**src/include/meter_defines.svh**
```systemverilog
`ifndef METER_DEFINES_SVH
`define METER_DEFINES_SVH

// Width of one microphone word.
`define W_SAMPLE      24

// System clock cycles per I2S sck period, half low and half high.
`define SCK_DIV       8

// System clock cycles per half period of the TM1638 serial clock.
`define SIO_DIV       4

// Stereo frames that make up one peak window.
`define PEAK_WINDOW   4

`define N_DIGITS      8          // Digits per display frame.
`define TM_ADDR_CMD   8'hC0      // Address-set command sent ahead of the digits.

`endif

```
**src/meter_pkg.sv**
```systemverilog
`include "meter_defines.svh"

package meter_pkg;

    // Raw two's complement word as it leaves the microphone.
    typedef logic signed [`W_SAMPLE - 1:0] sample_t;

    // Magnitude of a sample. One extra code is needed for the most negative
    // word, which maps to the MSB alone.
    typedef logic        [`W_SAMPLE - 1:0] level_t;

    // Seven-segment pattern, segment a in the MSB and the point in the LSB.
    typedef logic        [7:0]             seg_t;

endpackage

```
**src/stream_if.sv**
```systemverilog
interface stream_if #(
    parameter type payload_t = logic
);

    logic     valid;    // Item on data is offered.
    logic     ready;    // Sink can take the item this cycle.
    payload_t data;
    logic     last;     // Closes a group of items.

    modport source (
        output valid,
        output data,
        output last,
        input  ready
    );

    modport sink (
        input  valid,
        input  data,
        input  last,
        output ready
    );

endinterface

```
**src/board_audio_top.sv**
```systemverilog
module board_audio_top (
    input  logic clk,
    input  logic rst,
    output logic mic_sck,
    output logic mic_ws,
    input  logic mic_sd,
    output logic sio_clk,
    output logic sio_stb,
    output logic sio_data
);

    stream_if #(.payload_t(meter_pkg::sample_t)) rx_s  ();
    stream_if #(.payload_t(meter_pkg::sample_t)) smp_s ();
    stream_if #(.payload_t(meter_pkg::level_t))  lvl_s ();
    stream_if #(.payload_t(meter_pkg::seg_t))    dig_s ();
    stream_if #(.payload_t(meter_pkg::seg_t))    seg_s ();

    i2s_mic_receiver i_microphone (
        .clk ( clk     ),
        .rst ( rst     ),
        .sck ( mic_sck ),
        .ws  ( mic_ws  ),
        .sd  ( mic_sd  ),
        .out ( rx_s    )
    );

    stream_skid #(.payload_t(meter_pkg::sample_t)) i_sample_skid (
        .clk ( clk   ),
        .rst ( rst   ),
        .in  ( rx_s  ),
        .out ( smp_s )
    );

    peak_meter i_peak (
        .clk ( clk   ),
        .rst ( rst   ),
        .in  ( smp_s ),
        .out ( lvl_s )
    );

    level_to_segments i_segments (
        .clk ( clk   ),
        .rst ( rst   ),
        .in  ( lvl_s ),
        .out ( dig_s )
    );

    // Keeps the digit sequence moving while the shifter is mid-byte.
    stream_skid #(.payload_t(meter_pkg::seg_t)) i_digit_skid (
        .clk ( clk   ),
        .rst ( rst   ),
        .in  ( dig_s ),
        .out ( seg_s )
    );

    tm1638_shifter i_tm1638 (
        .clk      ( clk      ),
        .rst      ( rst      ),
        .in       ( seg_s    ),
        .sio_clk  ( sio_clk  ),
        .sio_stb  ( sio_stb  ),
        .sio_data ( sio_data )
    );

endmodule

```
**src/i2s_mic_receiver.sv**
```systemverilog
`include "meter_defines.svh"

module i2s_mic_receiver (
    input  logic     clk,
    input  logic     rst,
    output logic     sck,
    output logic     ws,
    input  logic     sd,
    stream_if.source out
);

    localparam int div_w = $clog2(`SCK_DIV);
    localparam int half  = `SCK_DIV / 2;

    logic [div_w - 1:0]     div_cnt;
    logic [5:0]             bit_cnt;     // Position within the 64-bit stereo frame.
    logic [`W_SAMPLE - 2:0] shift_q;     // All bits of the word except the last.
    logic                   rise_tick;
    logic                   fall_tick;
    logic                   take_bit;
    logic                   word_done;

    assign rise_tick = (div_cnt == div_w'(half - 1));
    assign fall_tick = (div_cnt == div_w'(`SCK_DIV - 1));

    // Slot position 0 is the delay bit that follows every ws edge.
    assign take_bit  = rise_tick && (bit_cnt[4:0] != 5'd0)
                     && (bit_cnt[4:0] < 5'(`W_SAMPLE));
    assign word_done = rise_tick && (bit_cnt[4:0] == 5'(`W_SAMPLE));

    assign ws = bit_cnt[5];    // Low for the left slot, high for the right one.

    always_ff @(posedge clk)
    begin
        if (rst)
        begin
            div_cnt   <= '0;
            bit_cnt   <= '0;
            sck       <= 1'b0;
            out.valid <= 1'b0;
        end
        else
        begin
            div_cnt <= fall_tick ? '0 : div_cnt + 1'b1;

            if (rise_tick)
                sck <= 1'b1;
            else if (fall_tick)
            begin
                sck     <= 1'b0;
                bit_cnt <= bit_cnt + 1'b1;    // Wraps after the right slot.
            end

            if (out.valid && out.ready)
                out.valid <= 1'b0;
            if (word_done)
                out.valid <= 1'b1;
        end
    end

    always_ff @(posedge clk)
    begin
        if (take_bit)
            shift_q <= {shift_q[`W_SAMPLE - 3:0], sd};    // MSB arrives first.
        if (word_done)
        begin
            out.data <= meter_pkg::sample_t'({shift_q, sd});
            out.last <= ws;    // The right word closes the stereo frame.
        end
    end

    // There is no overrun handling, so the pipeline must take each word
    // within one slot.
    a_no_overrun : assert property (
        @(posedge clk) disable iff (rst)
        word_done |-> !out.valid || out.ready
    ) else $error("Microphone word completed before the previous one was taken.");

endmodule

```
**src/level_to_segments.sv**
```systemverilog
`include "meter_defines.svh"

module level_to_segments (
    input  logic     clk,
    input  logic     rst,
    stream_if.sink   in,
    stream_if.source out
);

    localparam int idx_w = $clog2(`N_DIGITS);
    localparam int n_hex = `W_SAMPLE / 4;    // Digits that carry a nibble.

    meter_pkg::level_t  level_q;
    meter_pkg::level_t  shifted;
    logic [idx_w - 1:0] digit_idx;    // Digit on the output, counts down to 0.
    logic               busy;

    function automatic meter_pkg::seg_t hex_font(input logic [3:0] nibble);
        case (nibble)
            4'h0: hex_font = 8'hFC;
            4'h1: hex_font = 8'h60;
            4'h2: hex_font = 8'hDA;
            4'h3: hex_font = 8'hF2;
            4'h4: hex_font = 8'h66;
            4'h5: hex_font = 8'hB6;
            4'h6: hex_font = 8'hBE;
            4'h7: hex_font = 8'hE0;
            4'h8: hex_font = 8'hFE;
            4'h9: hex_font = 8'hF6;
            4'hA: hex_font = 8'hEE;
            4'hB: hex_font = 8'h3E;
            4'hC: hex_font = 8'h9C;
            4'hD: hex_font = 8'h7A;
            4'hE: hex_font = 8'h9E;
            default: hex_font = 8'h8E;
        endcase
    endfunction

    assign shifted   = level_q >> (4 * digit_idx);
    assign in.ready  = !busy;
    assign out.valid = busy;
    assign out.last  = (digit_idx == '0);
    assign out.data  = (digit_idx >= idx_w'(n_hex)) ? 8'h00 : hex_font(shifted[3:0]);

    always_ff @(posedge clk)
    begin
        if (rst)
        begin
            busy      <= 1'b0;
            digit_idx <= '0;
        end
        else if (in.valid && in.ready)
        begin
            busy      <= 1'b1;
            digit_idx <= idx_w'(`N_DIGITS - 1);    // Leftmost digit goes first.
        end
        else if (out.valid && out.ready)
        begin
            if (digit_idx == '0)
                busy <= 1'b0;
            else
                digit_idx <= digit_idx - 1'b1;
        end
    end

    always_ff @(posedge clk)
    begin
        if (in.valid && in.ready)
            level_q <= in.data;
    end

endmodule

```
**src/peak_meter.sv**
```systemverilog
`include "meter_defines.svh"

module peak_meter (
    input  logic     clk,
    input  logic     rst,
    stream_if.sink   in,
    stream_if.source out
);

    localparam int cnt_w = (`PEAK_WINDOW > 1) ? $clog2(`PEAK_WINDOW) : 1;

    meter_pkg::level_t  max_q;        // Running maximum of the current window.
    meter_pkg::level_t  mag;
    meter_pkg::level_t  peak_next;
    logic [cnt_w - 1:0] frame_cnt;
    logic               accept;
    logic               window_end;

    // Negating the most negative word gives 24'h800000, read as unsigned.
    assign mag = in.data[`W_SAMPLE - 1] ? meter_pkg::level_t'(-in.data)
                                        : meter_pkg::level_t'(in.data);

    assign peak_next  = (mag > max_q) ? mag : max_q;
    assign in.ready   = !out.valid || out.ready;
    assign accept     = in.valid && in.ready;
    assign window_end = accept && in.last && (frame_cnt == cnt_w'(`PEAK_WINDOW - 1));

    assign out.last = 1'b1;    // Each level is a frame of its own.

    always_ff @(posedge clk)
    begin
        if (rst)
        begin
            max_q     <= '0;
            frame_cnt <= '0;
            out.valid <= 1'b0;
        end
        else
        begin
            if (out.valid && out.ready)
                out.valid <= 1'b0;

            if (window_end)
            begin
                out.valid <= 1'b1;
                out.data  <= peak_next;
                max_q     <= '0;
                frame_cnt <= '0;
            end
            else if (accept)
            begin
                max_q <= peak_next;
                if (in.last)
                    frame_cnt <= frame_cnt + 1'b1;
            end
        end
    end

    // The display path must take a level long before the next frame's
    // samples show up, otherwise the microphone stalls.
    a_display_keeps_up : assert property (
        @(posedge clk) disable iff (rst)
        out.valid && !out.ready |-> !in.valid
    ) else $error("Display path still busy when the next sample arrived.");

endmodule

```
**src/stream_skid.sv**
```systemverilog
module stream_skid #(
    parameter type payload_t = logic
) (
    input  logic     clk,
    input  logic     rst,
    stream_if.sink   in,
    stream_if.source out
);

    payload_t skid_data;
    logic     skid_last;
    logic     skid_valid;    // Second entry in use.
    logic     out_free;

    assign out_free = !out.valid || out.ready;
    assign in.ready = !skid_valid;    // Registered, so no combinational path upstream.

    always_ff @(posedge clk)
    begin
        if (rst)
        begin
            out.valid  <= 1'b0;
            skid_valid <= 1'b0;
        end
        else if (out_free)
        begin
            out.valid  <= skid_valid || in.valid;
            skid_valid <= 1'b0;
        end
        else if (in.valid && in.ready)
            skid_valid <= 1'b1;    // The output is stalled, so the new item waits here.
    end

    always_ff @(posedge clk)
    begin
        if (out_free)
        begin
            out.data <= skid_valid ? skid_data : in.data;    // Older item leaves first.
            out.last <= skid_valid ? skid_last : in.last;
        end
        if (!out_free && !skid_valid)
        begin
            skid_data <= in.data;
            skid_last <= in.last;
        end
    end

    // With both entries occupied the buffer has no room, so a refused item
    // has to wait at the input until it is taken.
    a_no_overfill : assert property (
        @(posedge clk) disable iff (rst)
        in.valid && !in.ready |=> in.valid && $stable(in.data)
    ) else $error("Item withdrawn while the skid buffer was full.");

endmodule

```
**src/tm1638_shifter.sv**
```systemverilog
`include "meter_defines.svh"

module tm1638_shifter (
    input  logic   clk,
    input  logic   rst,
    stream_if.sink in,
    output logic   sio_clk,
    output logic   sio_stb,
    output logic   sio_data
);

    localparam int div_w = (`SIO_DIV > 1) ? $clog2(`SIO_DIV) : 1;

    typedef enum logic [1:0] {st_idle, st_cmd, st_data, st_gap} state_t;

    state_t             state;
    logic [div_w - 1:0] div_cnt;
    logic [2:0]         bit_cnt;
    logic [7:0]         shift_q;
    logic [7:0]         start_byte;
    logic               shifting;     // A byte is on the wire.
    logic               phase;        // Second half of a bit, sio_clk high.
    logic               last_q;
    logic               half_tick;
    logic               start;
    logic               byte_done;

    // The display takes bytes LSB first, so the pattern is mirrored to send a first.
    function automatic logic [7:0] mirror(input meter_pkg::seg_t abcdefgh);
        for (int i = 0; i < 8; i++)
            mirror[i] = abcdefgh[7 - i];
    endfunction

    assign half_tick  = (div_cnt == div_w'(`SIO_DIV - 1));
    assign in.ready   = (state == st_data) && !shifting;
    assign start      = ((state == st_idle) && in.valid) || (in.valid && in.ready);
    assign start_byte = (state == st_idle) ? `TM_ADDR_CMD : mirror(in.data);
    assign byte_done  = shifting && half_tick && phase && (bit_cnt == 3'd7);

    always_ff @(posedge clk)
    begin
        if (rst)
        begin
            state    <= st_idle;
            div_cnt  <= '0;
            bit_cnt  <= '0;
            shift_q  <= '0;
            shifting <= 1'b0;
            phase    <= 1'b0;
            last_q   <= 1'b0;
            sio_clk  <= 1'b1;
            sio_stb  <= 1'b1;
            sio_data <= 1'b0;
        end
        else
        begin
            div_cnt <= half_tick ? '0 : div_cnt + 1'b1;

            if (shifting && half_tick)
            begin
                phase <= !phase;
                if (!phase)
                    sio_clk <= 1'b1;    // Display samples on this edge.
                else if (bit_cnt != 3'd7)
                begin
                    sio_clk  <= 1'b0;
                    sio_data <= shift_q[1];
                    shift_q  <= shift_q >> 1;
                    bit_cnt  <= bit_cnt + 1'b1;
                end
            end

            if (byte_done)
            begin
                shifting <= 1'b0;
                if (state == st_cmd)
                    state <= st_data;
                else if (last_q)
                begin
                    state    <= st_gap;
                    sio_stb  <= 1'b1;
                    sio_data <= 1'b0;
                end
            end

            if (state == st_gap && half_tick)
            begin
                phase <= !phase;
                if (phase)
                    state <= st_idle;    // Strobe has been high for two half periods.
            end

            if (start)
            begin
                if (state == st_idle)
                begin
                    state   <= st_cmd;
                    sio_stb <= 1'b0;
                end
                else
                    last_q <= in.last;
                shift_q  <= start_byte;
                sio_data <= start_byte[0];
                sio_clk  <= 1'b0;
                div_cnt  <= '0;
                bit_cnt  <= '0;
                phase    <= 1'b0;
                shifting <= 1'b1;
            end
        end
    end

    // Each bit starts with a falling sio_clk and lasts two half periods,
    // so the strobe must cover that whole span.
    a_stb_covers_byte : assert property (
        @(posedge clk) disable iff (rst)
        $fell(sio_clk) |-> !sio_stb [* 2 * `SIO_DIV]
    ) else $error("sio_stb rose in the middle of a byte.");

endmodule
```
**config.mk**
```make
export PLATFORM = sky130hd
export DESIGN_NAME = board_audio_top
export DESIGN_NICKNAME = d
export VERILOG_FILES = /design/src/meter_pkg.sv /design/src/stream_if.sv /design/src/board_audio_top.sv /design/src/i2s_mic_receiver.sv /design/src/level_to_segments.sv /design/src/peak_meter.sv /design/src/stream_skid.sv /design/src/tm1638_shifter.sv
export VERILOG_INCLUDE_DIRS = /design/src /design/src/include
export SDC_FILE = /design/constraint.sdc
export NUM_CORES = 1
export LEC_CHECK = 0
export BUFFER_PORTS_ARGS = -buffer_cell sky130_fd_sc_hd__buf_2
export CAP_MARGIN = 5
export CORE_MARGIN = 2
export CORE_UTILIZATION = 39
export DETAILED_ROUTE_END_ITERATION = 12
export GPL_TIMING_DRIVEN = 0
export MAX_ROUTING_LAYER = met4
export PLACE_DENSITY = 0.63
export SLEW_MARGIN = 20
export SYNTH_ARGS = -nofsm -noshare
export SYNTH_HDL_FRONTEND = slang
export SYNTH_SLANG_ARGS = --single-unit
```
**constraint.sdc**
```tcl
create_clock -name clk -period 6.6 [get_ports clk]
set_input_delay 0.66 -clock clk [delete_from_list [all_inputs] [get_ports clk]]
set_output_delay 0.66 -clock clk [all_outputs]
set_load 0.005 [all_outputs]
```
==> flow_summary.json <==
{
  "endpoint_kind": "flop",
  "synth_mux_area_frac": 0.0853,
  "slew_violations": 0,
  "cts_buffers": 24,
  "drt-initial-drc-count": 205,
  "fin_crit_ps": 4960,
  "die_h_um": 163,
  "finalClockSkew_ps": 15.4,
  "synth_warnings": 0,
  "fin_setup_tns_ps": 0,
  "drive_gt1_frac": 0.147,
  "rows": 58,
  "path_common_cell": "or3_1",
  "post-dp-hpwl_um": 11900,
  "grt_pass1_vias": 5680,
  "async_reset_ff_frac": 0,
  "cpPeakStageDelay_ps": 630,
  "yosys.area.top_type": "edfxtp_1",
  "clk_latency_ps": 520,
  "peakVddDrop_mv": 0.185,
  "synth_seq_cells": 228,
  "place_congestion": 0.835,
  "drcViolationCount": 0,
  "max_cap_viol_count": 0,
  "dr.pass1.iters": 4,
  "ctsResizeCount": 0,
  "port_buffers": 6,
  "layout.nets": 845,
  "synth_area_leaders": "edfxtp_1 49%, dfxtp_1 13%, mux2_2 6.2%",
  "n_antenna_cell": 0,
  "io-pin-count": 8,
  "wl_per_cell_um": 14.6,
  "path_class": "reg2reg",
  "syn_avg_cell_area_um2": 12.9,
  "hold_viol_final": 0,
  "min_path_type": "in2reg",
  "p_leak_nw": 3.69,
  "synth_edf_count": 162,
  "startpoint_type": "flop",
  "antenna_found_initial": 0,
  "worstPathCellList": "or3_1, or3_1, clkbuf_1, or3_1, nor4_2, ha_1, nand4_1, or4_1, or3_1, nand2_1, buf_2, mux2_2",
  "ys_types": 52,
  "netlist.area_leader.share": 0.492,
  "initial_core_util": 0.395,
  "grt_max_degree": 29,
  "grt_pass1_wl_um": 28100,
  "synth_top_family_by_area": "simple AND/OR/NAND/NOR gates",
  "ctsHoldBuffers": 0,
  "core_area_um2": 25000,
  "yosysMostFrequentCell": "edfxtp_1",
  "clock_path_buffers": 3,
  "cp_max_fo": 10,
  "path_clk_slew_ps": 60,
  "yosysSeqAreaShare": 0.626,
  "max_freq_mhz": 201,
  "cts_tree": "done",
  "cts-root-buf": "clkbuf_16",
  "placed_area_um2": 10400,
  "slew_headroom": 0.397,
  "yosys.area_share.adder": 0.0544,
  "synth_xor_xnor_area_share": 0.0266,
  "tritoncts_num_sinks": 228,
  "worst_path_max_delay_cell": "or4_1",
  "overflow": 0,
  "syn_nets": 812,
  "dieArea_um2": 26600,
  "ant_nets": 0,
  "setup-violations-final": 0,
  "crit_arrival_ps": 5220,
  "die_x_um": 163,
  "rsz0062_at_grt": "no",
  "htreeDepth": 1,
  "synthTopCellsByCount": "162 x edfxtp_1, 66 x dfxtp_1, 59 x nor3_1",
  "vias": 5695,
  "synth_flop_cell": "edfxtp_1",
  "grtUsageTotal": 0.133,
  "syn_to_final_growth_pct": 12.9,
  "design_area_um2": 11200,
  "fillers": 2266,
  "worstPathRequired_ps": 6850,
  "drt-vias-per-instance": 4.97,
  "synthCells": 766,
  "synthSimpleGateAreaFrac": 0.0951,
  "netlist_area_um2": 9880,
  "wl_um": 16700,
  "tightest_slew_ps": 899,
  "power.density_nw_per_um2": 257,
  "hold_slack_ps": 345,
  "synth_compound_area_frac": 0.0814,
  "status": "finished, final reports clean",
  "post_cts_buffers": 0,
  "finalCritPeriodShare": 0.752
}
==> area by class of cell <==
| cell class | instances | area [um^2] | area share |
|---|---|---|---|
| Sequential cell | 228 | 6190 | 0.554 |
| Multi-Input combinational cell | 459 | 3420 | 0.307 |
| Clock buffer | 32 | 641 | 0.0574 |
| Tap cell | 330 | 413 | 0.0370 |
| Inverter | 42 | 158 | 0.0141 |
| Buffer | 37 | 151 | 0.0136 |
| Clock inverter | 12 | 149 | 0.0133 |
| Timing Repair Buffer | 7 | 41.3 | 0.00370 |
==> state kept, by name, summed over array words and instances (netlist names), 23 cells and up <==
register                 count
i_microphone.out.data       24
i_sample_skid.out.data      24
i_microphone.shift_q        23
i_sample_skid.skid_data     24
i_segments.level_q          24
i_peak.out.data             24
i_peak.max_q                24
==> metrics by stage <==
stage | utilization | worst slack, ps | power (mW) | std cells
final | 0.446 | 1640 | 2.87 | 1147
after global routing | 0.446 | 1340 | 2.96 | 1147
after CTS | 0.446 | 1610 | 2.90 | 1147
after detailed placement | 0.414 | 1620 | 1.57 | 1103
after global placement | 0.412 | 1630 | 1.57 | 1102
after floorplan | - | 2190 | 1.56 | 766
==> cells by family after synthesis <==
family / after synthesis
flip-flops: 228
AND/OR/NAND/NOR: 186
AO/OA/AOI/OAI: 125
buffers and inverters: 79
multiplexers: 75
adder cells (fa/ha/maj): 43
XOR/XNOR: 30
==> critical path: cells and delay by family (launching register included) <==
kind | cells | cell delay, ps
fa+ha+maj | 1 | 230
buf+inv | 2 | 560
simple gates | 8 | 3070
mux | 1 | 400
flops | 1 | 430
==> worst paths after layout <==
| path | endpoint | cells past startpoint | start | slack (ps) |
|---|---|---|---|---|
| setup reg to reg | i_peak.out.data[14] | 12 | i_sample_skid.out.data[2] | 1640 |
| hold reg to reg | i_segments.level_q[12] | 0 | i_peak.out.data[12] | 420 |
| setup / recovery | i_peak.out.data[14] | 12 | i_sample_skid.out.data[2] | 1640 |
| hold / removal | i_microphone.out.data[0] | 1 | mic_sd | 350 |
==> routing by layer <==
layer | global-route usage | up-vias | part of all wire
li1 | - | 2912 | -
met1 | 0.170 | 2698 | 0.46
met2 | 0.221 | 60 | 0.49
met3 | 0.0206 | 25 | 0.030
met4 | 0.0398 | 0 | 0.020
met5 | - | - | 0
==> layout by cell type (no fill, tap or decap), types with 4 or more instances in the layout <==
master     instances
clkbuf_1          34
ha_1              43
a211oi_1          10
nor2_1            36
edfxtp_1         162
mux2i_1           19
nand4_1            9
xnor2_1           24
inv_1             42
a21oi_1           49
o221a_2            5
nand2b_1          11
nor3_1            59
clkbuf_16         24
o31ai_1           13
clkinv_2           4
xor2_1             6
buf_1              5
nand3_1            4
dfxtp_1           66
or4_1              5
buf_2             10
o21ai_0           24
nand2_1           34
or3_1              9
mux2_2            54
==> power by group <==
| group | internal, mW | total, mW | switching, mW | leakage (nW) |
|---|---|---|---|---|
| clock network | 0.802 | 1.33 | 0.529 | 0.380 |
| registers | 1.52 | 1.52 | 0.00159 | 2.03 |
| logic | 0.00585 | 0.0181 | 0.0123 | 1.27 |
| total | 2.32 | 2.87 | 0.542 | 3.69 |
Power figures use the tool's default switching activity.
